==> src/mem_bus_pkg.sv <==
`default_nettype none

package mem_bus_pkg;

    // burst memory port
    localparam int ADDR_W = 32;
    localparam int BEAT_W = 64;

    // cache line geometry
    localparam int LINE_W         = 256;
    localparam int BEATS_PER_LINE = LINE_W / BEAT_W;
    localparam int LINE_OFFSET_W  = 5;

    typedef logic [ADDR_W-1:0] addr_t;
    typedef logic [LINE_W-1:0] line_t;
    typedef logic [BEAT_W-1:0] beat_t;

endpackage

`default_nettype wire

==> src/fetch_pkg.sv <==
`default_nettype none

package fetch_pkg;

    localparam int INST_W  = 32;
    localparam int ORDER_W = 64;

    // first pc after reset
    localparam mem_bus_pkg::addr_t RESET_PC = 32'haaaaa000;

    localparam int QUEUE_DEPTH = 8;

    // word index inside a 32-byte line
    localparam int WORD_SEL_W = 3;

    // one fetched instruction, 128 bits
    typedef struct packed {
        logic [ORDER_W-1:0] order;
        mem_bus_pkg::addr_t pc;
        logic [INST_W-1:0]  inst;
    } fetch_entry_t;

endpackage

`default_nettype wire

==> src/line_fill_if.sv <==
`timescale 1ns/1ps
`default_nettype none

interface line_fill_if;
    import mem_bus_pkg::*;

    // request side
    logic  req;
    addr_t line_addr;

    // response side
    logic  busy;
    logic  done;
    line_t line;
    addr_t done_addr;

    modport ctrl (
        output req,
        output line_addr,
        input  busy,
        input  done,
        input  line,
        input  done_addr
    );

    modport filler (
        input  req,
        input  line_addr,
        output busy,
        output done,
        output line,
        output done_addr
    );

endinterface

`default_nettype wire

==> src/line_filler.sv <==
`timescale 1ns/1ps
`default_nettype none

module line_filler (
    input  logic                clk,
    input  logic                rst,

    line_fill_if.filler         fill,

    output mem_bus_pkg::addr_t  bmem_addr_o,
    output logic                bmem_read_o,
    input  logic                bmem_ready_i,
    input  mem_bus_pkg::addr_t  bmem_raddr_i,
    input  mem_bus_pkg::beat_t  bmem_rdata_i,
    input  logic                bmem_rvalid_i
);
    import mem_bus_pkg::*;

    localparam int BEAT_CNT_W = $clog2(BEATS_PER_LINE);

    typedef enum logic [1:0] {
        IDLE,
        REQ,
        WAIT,
        DONE
    } state_t;

    state_t                 state;
    logic [BEAT_CNT_W-1:0]  beat_cnt;
    addr_t                  pend_addr;
    line_t                  line_q;
    logic                   beat_ok;
    logic                   last_beat;

    // only beats of the pending line count
    assign beat_ok = (state == WAIT) && bmem_rvalid_i
                     && (bmem_raddr_i[ADDR_W-1:LINE_OFFSET_W] == pend_addr[ADDR_W-1:LINE_OFFSET_W]);
    assign last_beat = (beat_cnt == BEAT_CNT_W'(BEATS_PER_LINE - 1));

    always_ff @(posedge clk) begin
        if (rst) begin
            state    <= IDLE;
            beat_cnt <= '0;
        end else begin
            case (state)
                IDLE: begin
                    beat_cnt <= '0;
                    if (fill.req) begin
                        state <= REQ;
                    end
                end
                REQ: begin
                    // held until memory takes it
                    if (bmem_ready_i) begin
                        state <= WAIT;
                    end
                end
                WAIT: begin
                    if (beat_ok) begin
                        beat_cnt <= beat_cnt + BEAT_CNT_W'(1);
                        if (last_beat) begin
                            state <= DONE;
                        end
                    end
                end
                DONE: begin
                    state <= IDLE;
                end
                default: begin
                    state <= IDLE;
                end
            endcase
        end
    end

    always_ff @(posedge clk) begin
        if (state == IDLE && fill.req) begin
            pend_addr <= {fill.line_addr[ADDR_W-1:LINE_OFFSET_W], {LINE_OFFSET_W{1'b0}}};
        end
        if (beat_ok) begin
            line_q[beat_cnt*BEAT_W +: BEAT_W] <= bmem_rdata_i;
        end
    end

    assign bmem_addr_o = pend_addr;
    assign bmem_read_o = (state == REQ);

    assign fill.busy      = (state != IDLE);
    assign fill.done      = (state == DONE);
    assign fill.line      = line_q;
    assign fill.done_addr = {pend_addr[ADDR_W-1:LINE_OFFSET_W], {LINE_OFFSET_W{1'b0}}};

endmodule

`default_nettype wire

==> src/fetch_ctrl.sv <==
`timescale 1ns/1ps
`default_nettype none

module fetch_ctrl (
    input  logic                    clk,
    input  logic                    rst,

    input  logic                    redirect_i,
    input  mem_bus_pkg::addr_t      redirect_pc_i,

    line_fill_if.ctrl               fill,

    input  logic                    q_full_i,
    output logic                    q_push_o,
    output fetch_pkg::fetch_entry_t q_entry_o
);
    import mem_bus_pkg::*;
    import fetch_pkg::*;

    localparam int TAG_W = ADDR_W - LINE_OFFSET_W;

    addr_t                  pc_q;
    logic [ORDER_W-1:0]     order_q;

    // one-line buffer
    line_t                  lb_line;
    logic [TAG_W-1:0]       lb_tag;
    logic                   lb_valid;

    logic [TAG_W-1:0]       pc_tag;
    logic [WORD_SEL_W-1:0]  word_sel;
    logic                   lb_hit;
    logic                   fill_hit;
    line_t                  src_line;

    assign pc_tag   = pc_q[ADDR_W-1:LINE_OFFSET_W];
    assign word_sel = pc_q[LINE_OFFSET_W-1:2];

    assign lb_hit   = lb_valid && (lb_tag == pc_tag);

    // a finishing fill serves the pc directly, bypassing the buffer
    assign fill_hit = fill.done && (fill.done_addr[ADDR_W-1:LINE_OFFSET_W] == pc_tag);

    always_comb begin
        if (fill_hit) begin
            src_line = fill.line;
        end else begin
            src_line = lb_line;
        end
    end

    assign q_push_o = !redirect_i && !q_full_i && (lb_hit || fill_hit);

    always_comb begin
        q_entry_o.order = order_q;
        q_entry_o.pc    = pc_q;
        q_entry_o.inst  = src_line[word_sel*INST_W +: INST_W];
    end

    // miss with an idle filler
    assign fill.req       = !redirect_i && !lb_hit && !fill_hit && !fill.busy;
    assign fill.line_addr = {pc_tag, {LINE_OFFSET_W{1'b0}}};

    always_ff @(posedge clk) begin
        if (rst) begin
            pc_q    <= RESET_PC;
            order_q <= '0;
        end else if (redirect_i) begin
            // order keeps running across redirects
            pc_q <= redirect_pc_i;
        end else if (q_push_o) begin
            pc_q    <= pc_q + ADDR_W'(4);
            order_q <= order_q + ORDER_W'(1);
        end
    end

    always_ff @(posedge clk) begin
        if (rst) begin
            lb_valid <= 1'b0;
        end else if (fill.done) begin
            lb_valid <= 1'b1;
        end
    end

    always_ff @(posedge clk) begin
        if (fill.done) begin
            lb_line <= fill.line;
            lb_tag  <= fill.done_addr[ADDR_W-1:LINE_OFFSET_W];
        end
    end

endmodule

`default_nettype wire

==> src/inst_queue.sv <==
`timescale 1ns/1ps
`default_nettype none

module inst_queue #(
    parameter int DEPTH = fetch_pkg::QUEUE_DEPTH
) (
    input  logic                    clk,
    input  logic                    rst,

    input  logic                    flush_i,

    input  logic                    push_i,
    input  fetch_pkg::fetch_entry_t entry_i,
    output logic                    full_o,

    output logic                    valid_o,
    input  logic                    ready_i,
    output fetch_pkg::fetch_entry_t entry_o
);
    import fetch_pkg::*;

    localparam int PTR_W = $clog2(DEPTH);

    fetch_entry_t       mem [DEPTH];
    logic [PTR_W-1:0]   wr_ptr;
    logic [PTR_W-1:0]   rd_ptr;
    logic [PTR_W:0]     count;
    logic               do_push;
    logic               do_pop;

    assign full_o  = (count == (PTR_W + 1)'(DEPTH));
    assign valid_o = (count != '0);
    assign entry_o = mem[rd_ptr];

    assign do_push = push_i && !full_o;
    assign do_pop  = valid_o && ready_i;

    // pointers wrap on their own, depth is a power of two
    always_ff @(posedge clk) begin
        if (rst || flush_i) begin
            wr_ptr <= '0;
            rd_ptr <= '0;
            count  <= '0;
        end else begin
            if (do_push) begin
                wr_ptr <= wr_ptr + PTR_W'(1);
            end
            if (do_pop) begin
                rd_ptr <= rd_ptr + PTR_W'(1);
            end
            case ({do_push, do_pop})
                2'b10:   count <= count + (PTR_W + 1)'(1);
                2'b01:   count <= count - (PTR_W + 1)'(1);
                default: count <= count;
            endcase
        end
    end

    always_ff @(posedge clk) begin
        if (do_push && !flush_i) begin
            mem[wr_ptr] <= entry_i;
        end
    end

endmodule

`default_nettype wire

==> src/fetch_top.sv <==
`timescale 1ns/1ps
`default_nettype none

module fetch_top (
    input  logic                            clk,
    input  logic                            rst,

    // burst memory
    output mem_bus_pkg::addr_t              bmem_addr_o,
    output logic                            bmem_read_o,
    input  logic                            bmem_ready_i,
    input  mem_bus_pkg::addr_t              bmem_raddr_i,
    input  mem_bus_pkg::beat_t              bmem_rdata_i,
    input  logic                            bmem_rvalid_i,

    // branch redirect
    input  logic                            redirect_i,
    input  mem_bus_pkg::addr_t              redirect_pc_i,

    // fetched instructions
    output logic                            fetch_valid_o,
    input  logic                            fetch_ready_i,
    output mem_bus_pkg::addr_t              fetch_pc_o,
    output logic [fetch_pkg::INST_W-1:0]    fetch_inst_o,
    output logic [fetch_pkg::ORDER_W-1:0]   fetch_order_o
);
    import fetch_pkg::*;

    fetch_entry_t   q_entry;
    fetch_entry_t   head_entry;
    logic           q_push;
    logic           q_full;

    line_fill_if fill_bus ();

    line_filler u_line_filler (
        .clk            (clk),
        .rst            (rst),
        .fill           (fill_bus.filler),
        .bmem_addr_o    (bmem_addr_o),
        .bmem_read_o    (bmem_read_o),
        .bmem_ready_i   (bmem_ready_i),
        .bmem_raddr_i   (bmem_raddr_i),
        .bmem_rdata_i   (bmem_rdata_i),
        .bmem_rvalid_i  (bmem_rvalid_i)
    );

    fetch_ctrl u_fetch_ctrl (
        .clk            (clk),
        .rst            (rst),
        .redirect_i     (redirect_i),
        .redirect_pc_i  (redirect_pc_i),
        .fill           (fill_bus.ctrl),
        .q_full_i       (q_full),
        .q_push_o       (q_push),
        .q_entry_o      (q_entry)
    );

    // redirect also drains everything already fetched
    inst_queue #(
        .DEPTH          (QUEUE_DEPTH)
    ) u_inst_queue (
        .clk            (clk),
        .rst            (rst),
        .flush_i        (redirect_i),
        .push_i         (q_push),
        .entry_i        (q_entry),
        .full_o         (q_full),
        .valid_o        (fetch_valid_o),
        .ready_i        (fetch_ready_i),
        .entry_o        (head_entry)
    );

    assign fetch_pc_o    = head_entry.pc;
    assign fetch_inst_o  = head_entry.inst;
    assign fetch_order_o = head_entry.order;

endmodule

`default_nettype wire

==> config.mk <==
export PLATFORM = sky130hd
export DESIGN_NAME = fetch_top
export DESIGN_NICKNAME = d
export VERILOG_FILES = /design/src/mem_bus_pkg.sv /design/src/fetch_pkg.sv /design/src/line_fill_if.sv /design/src/line_filler.sv /design/src/fetch_ctrl.sv /design/src/inst_queue.sv /design/src/fetch_top.sv
export SDC_FILE = /design/constraint.sdc
export NUM_CORES = 2
export LEC_CHECK = 0
export ABC_AREA = 1
export ABC_CLOCK_PERIOD_IN_PS = 25000
export BUFFER_PORTS_ARGS = -buffer_cell sky130_fd_sc_hd__buf_2
export CAP_MARGIN = 0
export CORE_AREA = 3 3 304 456
export DETAILED_ROUTE_END_ITERATION = 8
export DIE_AREA = 0 0 307 459
export MAX_ROUTING_LAYER = met4
export PLACE_DENSITY_LB_ADDON = 0.12
export SLEW_MARGIN = 20
export SYNTH_ARGS = -nofsm -noshare
export SYNTH_HDL_FRONTEND = slang
export SYNTH_SLANG_ARGS = --single-unit
==> constraint.sdc <==
create_clock -name clk -period 25 [get_ports clk]
set_input_delay 1.25 -clock clk [delete_from_list [all_inputs] [get_ports clk]]
set_output_delay 1.25 -clock clk [all_outputs]
set_load 0.03 [all_outputs]
==> metrics.txt <==
vias per inst=5.781; fin crit share=24.25%; sequential-to-total area share from yosys stat=67.50%; CTS clk-pin slew, worst paths=60 ps; Port Buffers=285; fin crit period=6062 ps; Root Driver=clkbuf_16; skew final=28.60 ps; first-iteration detailed-routing DRC count=4541; commonest cells after routing, fill and taps aside=edfxtp_1, nor2_1, nand2_1, nand3_1, inv_1; Max-cap violations=0; Sw Ratio=22.61%; clock latency at the later pin of the worst-skew pair=790 ps; antenna-violating nets left=0; via count=51.74k; die area=140900 µm²; P_sw=1.356 mW; PnR worst setup slack=18940 ps; Filler cells=11.06k; share of layout cells above drive strength 1=9.259%; Rel. slew slack=23.27%; pwr dens=73.23 nW/µm²; hpwl dp=115200 µm; Initial Util=54.98%; syn_area_per_cell=10.65 µm²; CP endpoint kind=flop; final hold vios=0; Resized cells post-CTS=0; Worst-Margin Slew=1151 ps; GRT Residual Overflow=0; status=finished clean; WL per Instance=22.13 µm; DRT Wirelength=198100 µm; leak pwr=31.02 nW; Cell Count Post-Placement=8656; final net count=7214; reg-to-reg endpoint=u_inst_queue.mem[3][11]$_DFFE_PP_; initial antenna violation count=1; Clock Path Buffers=3; max frequency=0.1650 GHz; GP Congestion=0.9613; worst r2r path cells=15; cell count after synthesis=6960; worst setup path endpoint=u_inst_queue.mem[3][11]$_DFFE_PP_; row count=165; Yosys reg bits=1704; Clk pwr share=40.0%; Cell Area, Synth=74120 µm²; drt drc=0; Crit Path Class=reg -> reg; largest net degree at the start of global routing=221; pre-CTS setup slack=18990 ps; Flop pwr share=54.2%; CTS tree=done; Sum Neg Setup Slack=0 ps; total internal power=4.643 mW; Slew Limit Fails=0; area added between synthesis and finish=10.52%; area taken by multi-input logic gates=20110 µm²; Setup Fix Bufs, Post-CTS=0; Die Span X=307 µm; die height=459 µm; crit path from=u_line_filler.state[0]$_SDFFE_PP0P_; commonest non-fill, non-tap cell in the layout=edfxtp_1; top cells by area, synth=edfxtp_1, nor2_1, nand3_1; Pre-antenna DRT Iters=6; Arr. time, crit path=6600 ps; Core Region=134800 µm²; R2R setup slack=18940 ps; post-route insts no fill=8950; FFs w/ async S/R, synth=0%; number of synthesized flops with an enable pin=1590; CP Max Fanout=119; Warnings, synthesis=0; critical path data required time=25540 ps; area share of the largest cell type after synthesis=64.42%; vias in the first global route=49.99k; final setup violation count=0; RSZ-0062 raised after global routing=false; Synth cell types=42; CP Launch Type=flop; combinational share of power=5.8%; hold_buf cts=0; FF-to-FF Start=u_line_filler.state[0]$_SDFFE_PP0P_; worst hold path type=reg -> reg; dominant synthesized flop cell=edfxtp_1; VDD IR-drop max=75.14 µV; global-route wire length before repair=297600 µm; H-tree depth=4; I/O pin count=296; FF/Latch Area=50040 µm²; cell taking the most area after synthesis=edfxtp_1; CTS Buf Count=156; total track usage=28.65%; CTS sink count=1704
[flip-flops by register name, summed over array words and instances, names as in the netlist, named ones only]
name,flops
u_fetch_ctrl.lb_line,256
u_line_filler.bmem_addr_o,27
u_fetch_ctrl.pc_q,32
u_inst_queue.count,4
u_fetch_ctrl.order_q,64
u_line_filler.state,2
u_inst_queue.rd_ptr,3
u_line_filler.beat_cnt,2
u_inst_queue.mem,1024
u_line_filler.fill.line,256
u_fetch_ctrl.lb_valid,1
u_fetch_ctrl.lb_tag,27
u_inst_queue.wr_ptr,3
[cells in the mapped netlist (10+ instances only)]
cell,n
a21oi_1,94
a31oi_1,130
buf_1,44
buf_2,111
buf_4,15
clkbuf_1,252
dfxtp_1,114
edfxtp_1,1590
ha_1,16
inv_1,602
inv_2,14
nand2_1,784
nand2_2,10
nand3_1,696
nand3b_1,194
nand4_1,71
nor2_1,1284
nor3_1,128
o21ai_0,552
o22ai_1,129
xnor2_1,37
xor2_1,45
[kinds of logic after synthesis]
| group | synth area share [%] |
|---|---|
| simple gates | 18.94 |
| compound gates | 6.678 |
| fa+ha+maj | 0.2971 |
| xor+xnor | 1.013 |
| flops | 67.50 |
| other cells | 0.005060 |
| buf+inv | 5.566 |
[how the worst min path moves through the flow]
stage	startpoint	to	depth (start not counted)
after detailed placement	u_line_filler.fill.line[108]$_DFFE_PP_	u_fetch_ctrl.lb_line[108]$_DFFE_PN_	0
after global placement	u_line_filler.fill.line[37]$_DFFE_PP_	u_fetch_ctrl.lb_line[37]$_DFFE_PN_	0
after floorplan	u_inst_queue.rd_ptr[2]$_SDFFE_PP0P_	flop	1
after global routing	u_line_filler.fill.line[135]$_DFFE_PP_	u_fetch_ctrl.lb_line[135]$_DFFE_PN_	0
after CTS	u_line_filler.fill.line[226]$_DFFE_PP_	u_fetch_ctrl.lb_line[226]$_DFFE_PN_	0
final	u_line_filler.fill.line[47]$_DFFE_PP_	u_fetch_ctrl.lb_line[47]$_DFFE_PN_	0
[metrics by stage]
stage / power, mW / utilization (%) / instance area [µm²] / hold slack (ps)
global route: 6.186 / 60.76 / 81910 / 445.0
detailed placement: 3.654 / 56.91 / 76720 / 422.6
global placement: 3.647 / 56.91 / 76720 / 417.1
finish: 5.999 / 60.76 / 81920 / 429.6
CTS: 6.034 / 60.71 / 81840 / 431.2
floorplan: 3.540 / - / 74130 / 411.6
[final cells by class]
type / count / area share [%]
sequential: 1704 / 61.09
multi-input combinational: 4217 / 24.55
clock buffer: 194 / 5.039
inverter: 619 / 2.872
tap: 1753 / 2.678
timing repair buffer: 365 / 2.555
clock inverter: 94 / 1.208
antenna: 4 / 0.01222
[worst max-delay path, cell delays in order, from the launching register on]
cell	delay [ps]
dfxtp_1	420
ha_4	670
buf_4	820
inv_1	130
a21oi_1	200
nand3_1	140
nor2_4	120
buf_4	630
nand2_8	590
buf_4	630
buf_4	480
nand2_1	150
nand3_1	70
nand3_1	110
nand3_1	80
nand2_1	350
[per-layer routing]
layer  track usage [%]  wire length [µm]
met4             10.06              6618
met1             36.13             79830
met3             3.924             12880
met5                 -                 0
met2             47.91             98770
[power groups by stage]
stage / registers [mW] / logic, mW / clock network, mW
floorplan: 3.33 / 0.215 / 0
global placement: 3.31 / 0.337 / 0
detailed placement: 3.31 / 0.342 / 0
CTS: 3.25 / 0.344 / 2.44
global route: 3.26 / 0.384 / 2.54
finish: 3.25 / 0.346 / 2.40
Note: power is estimated with default switching activity, not from simulation.
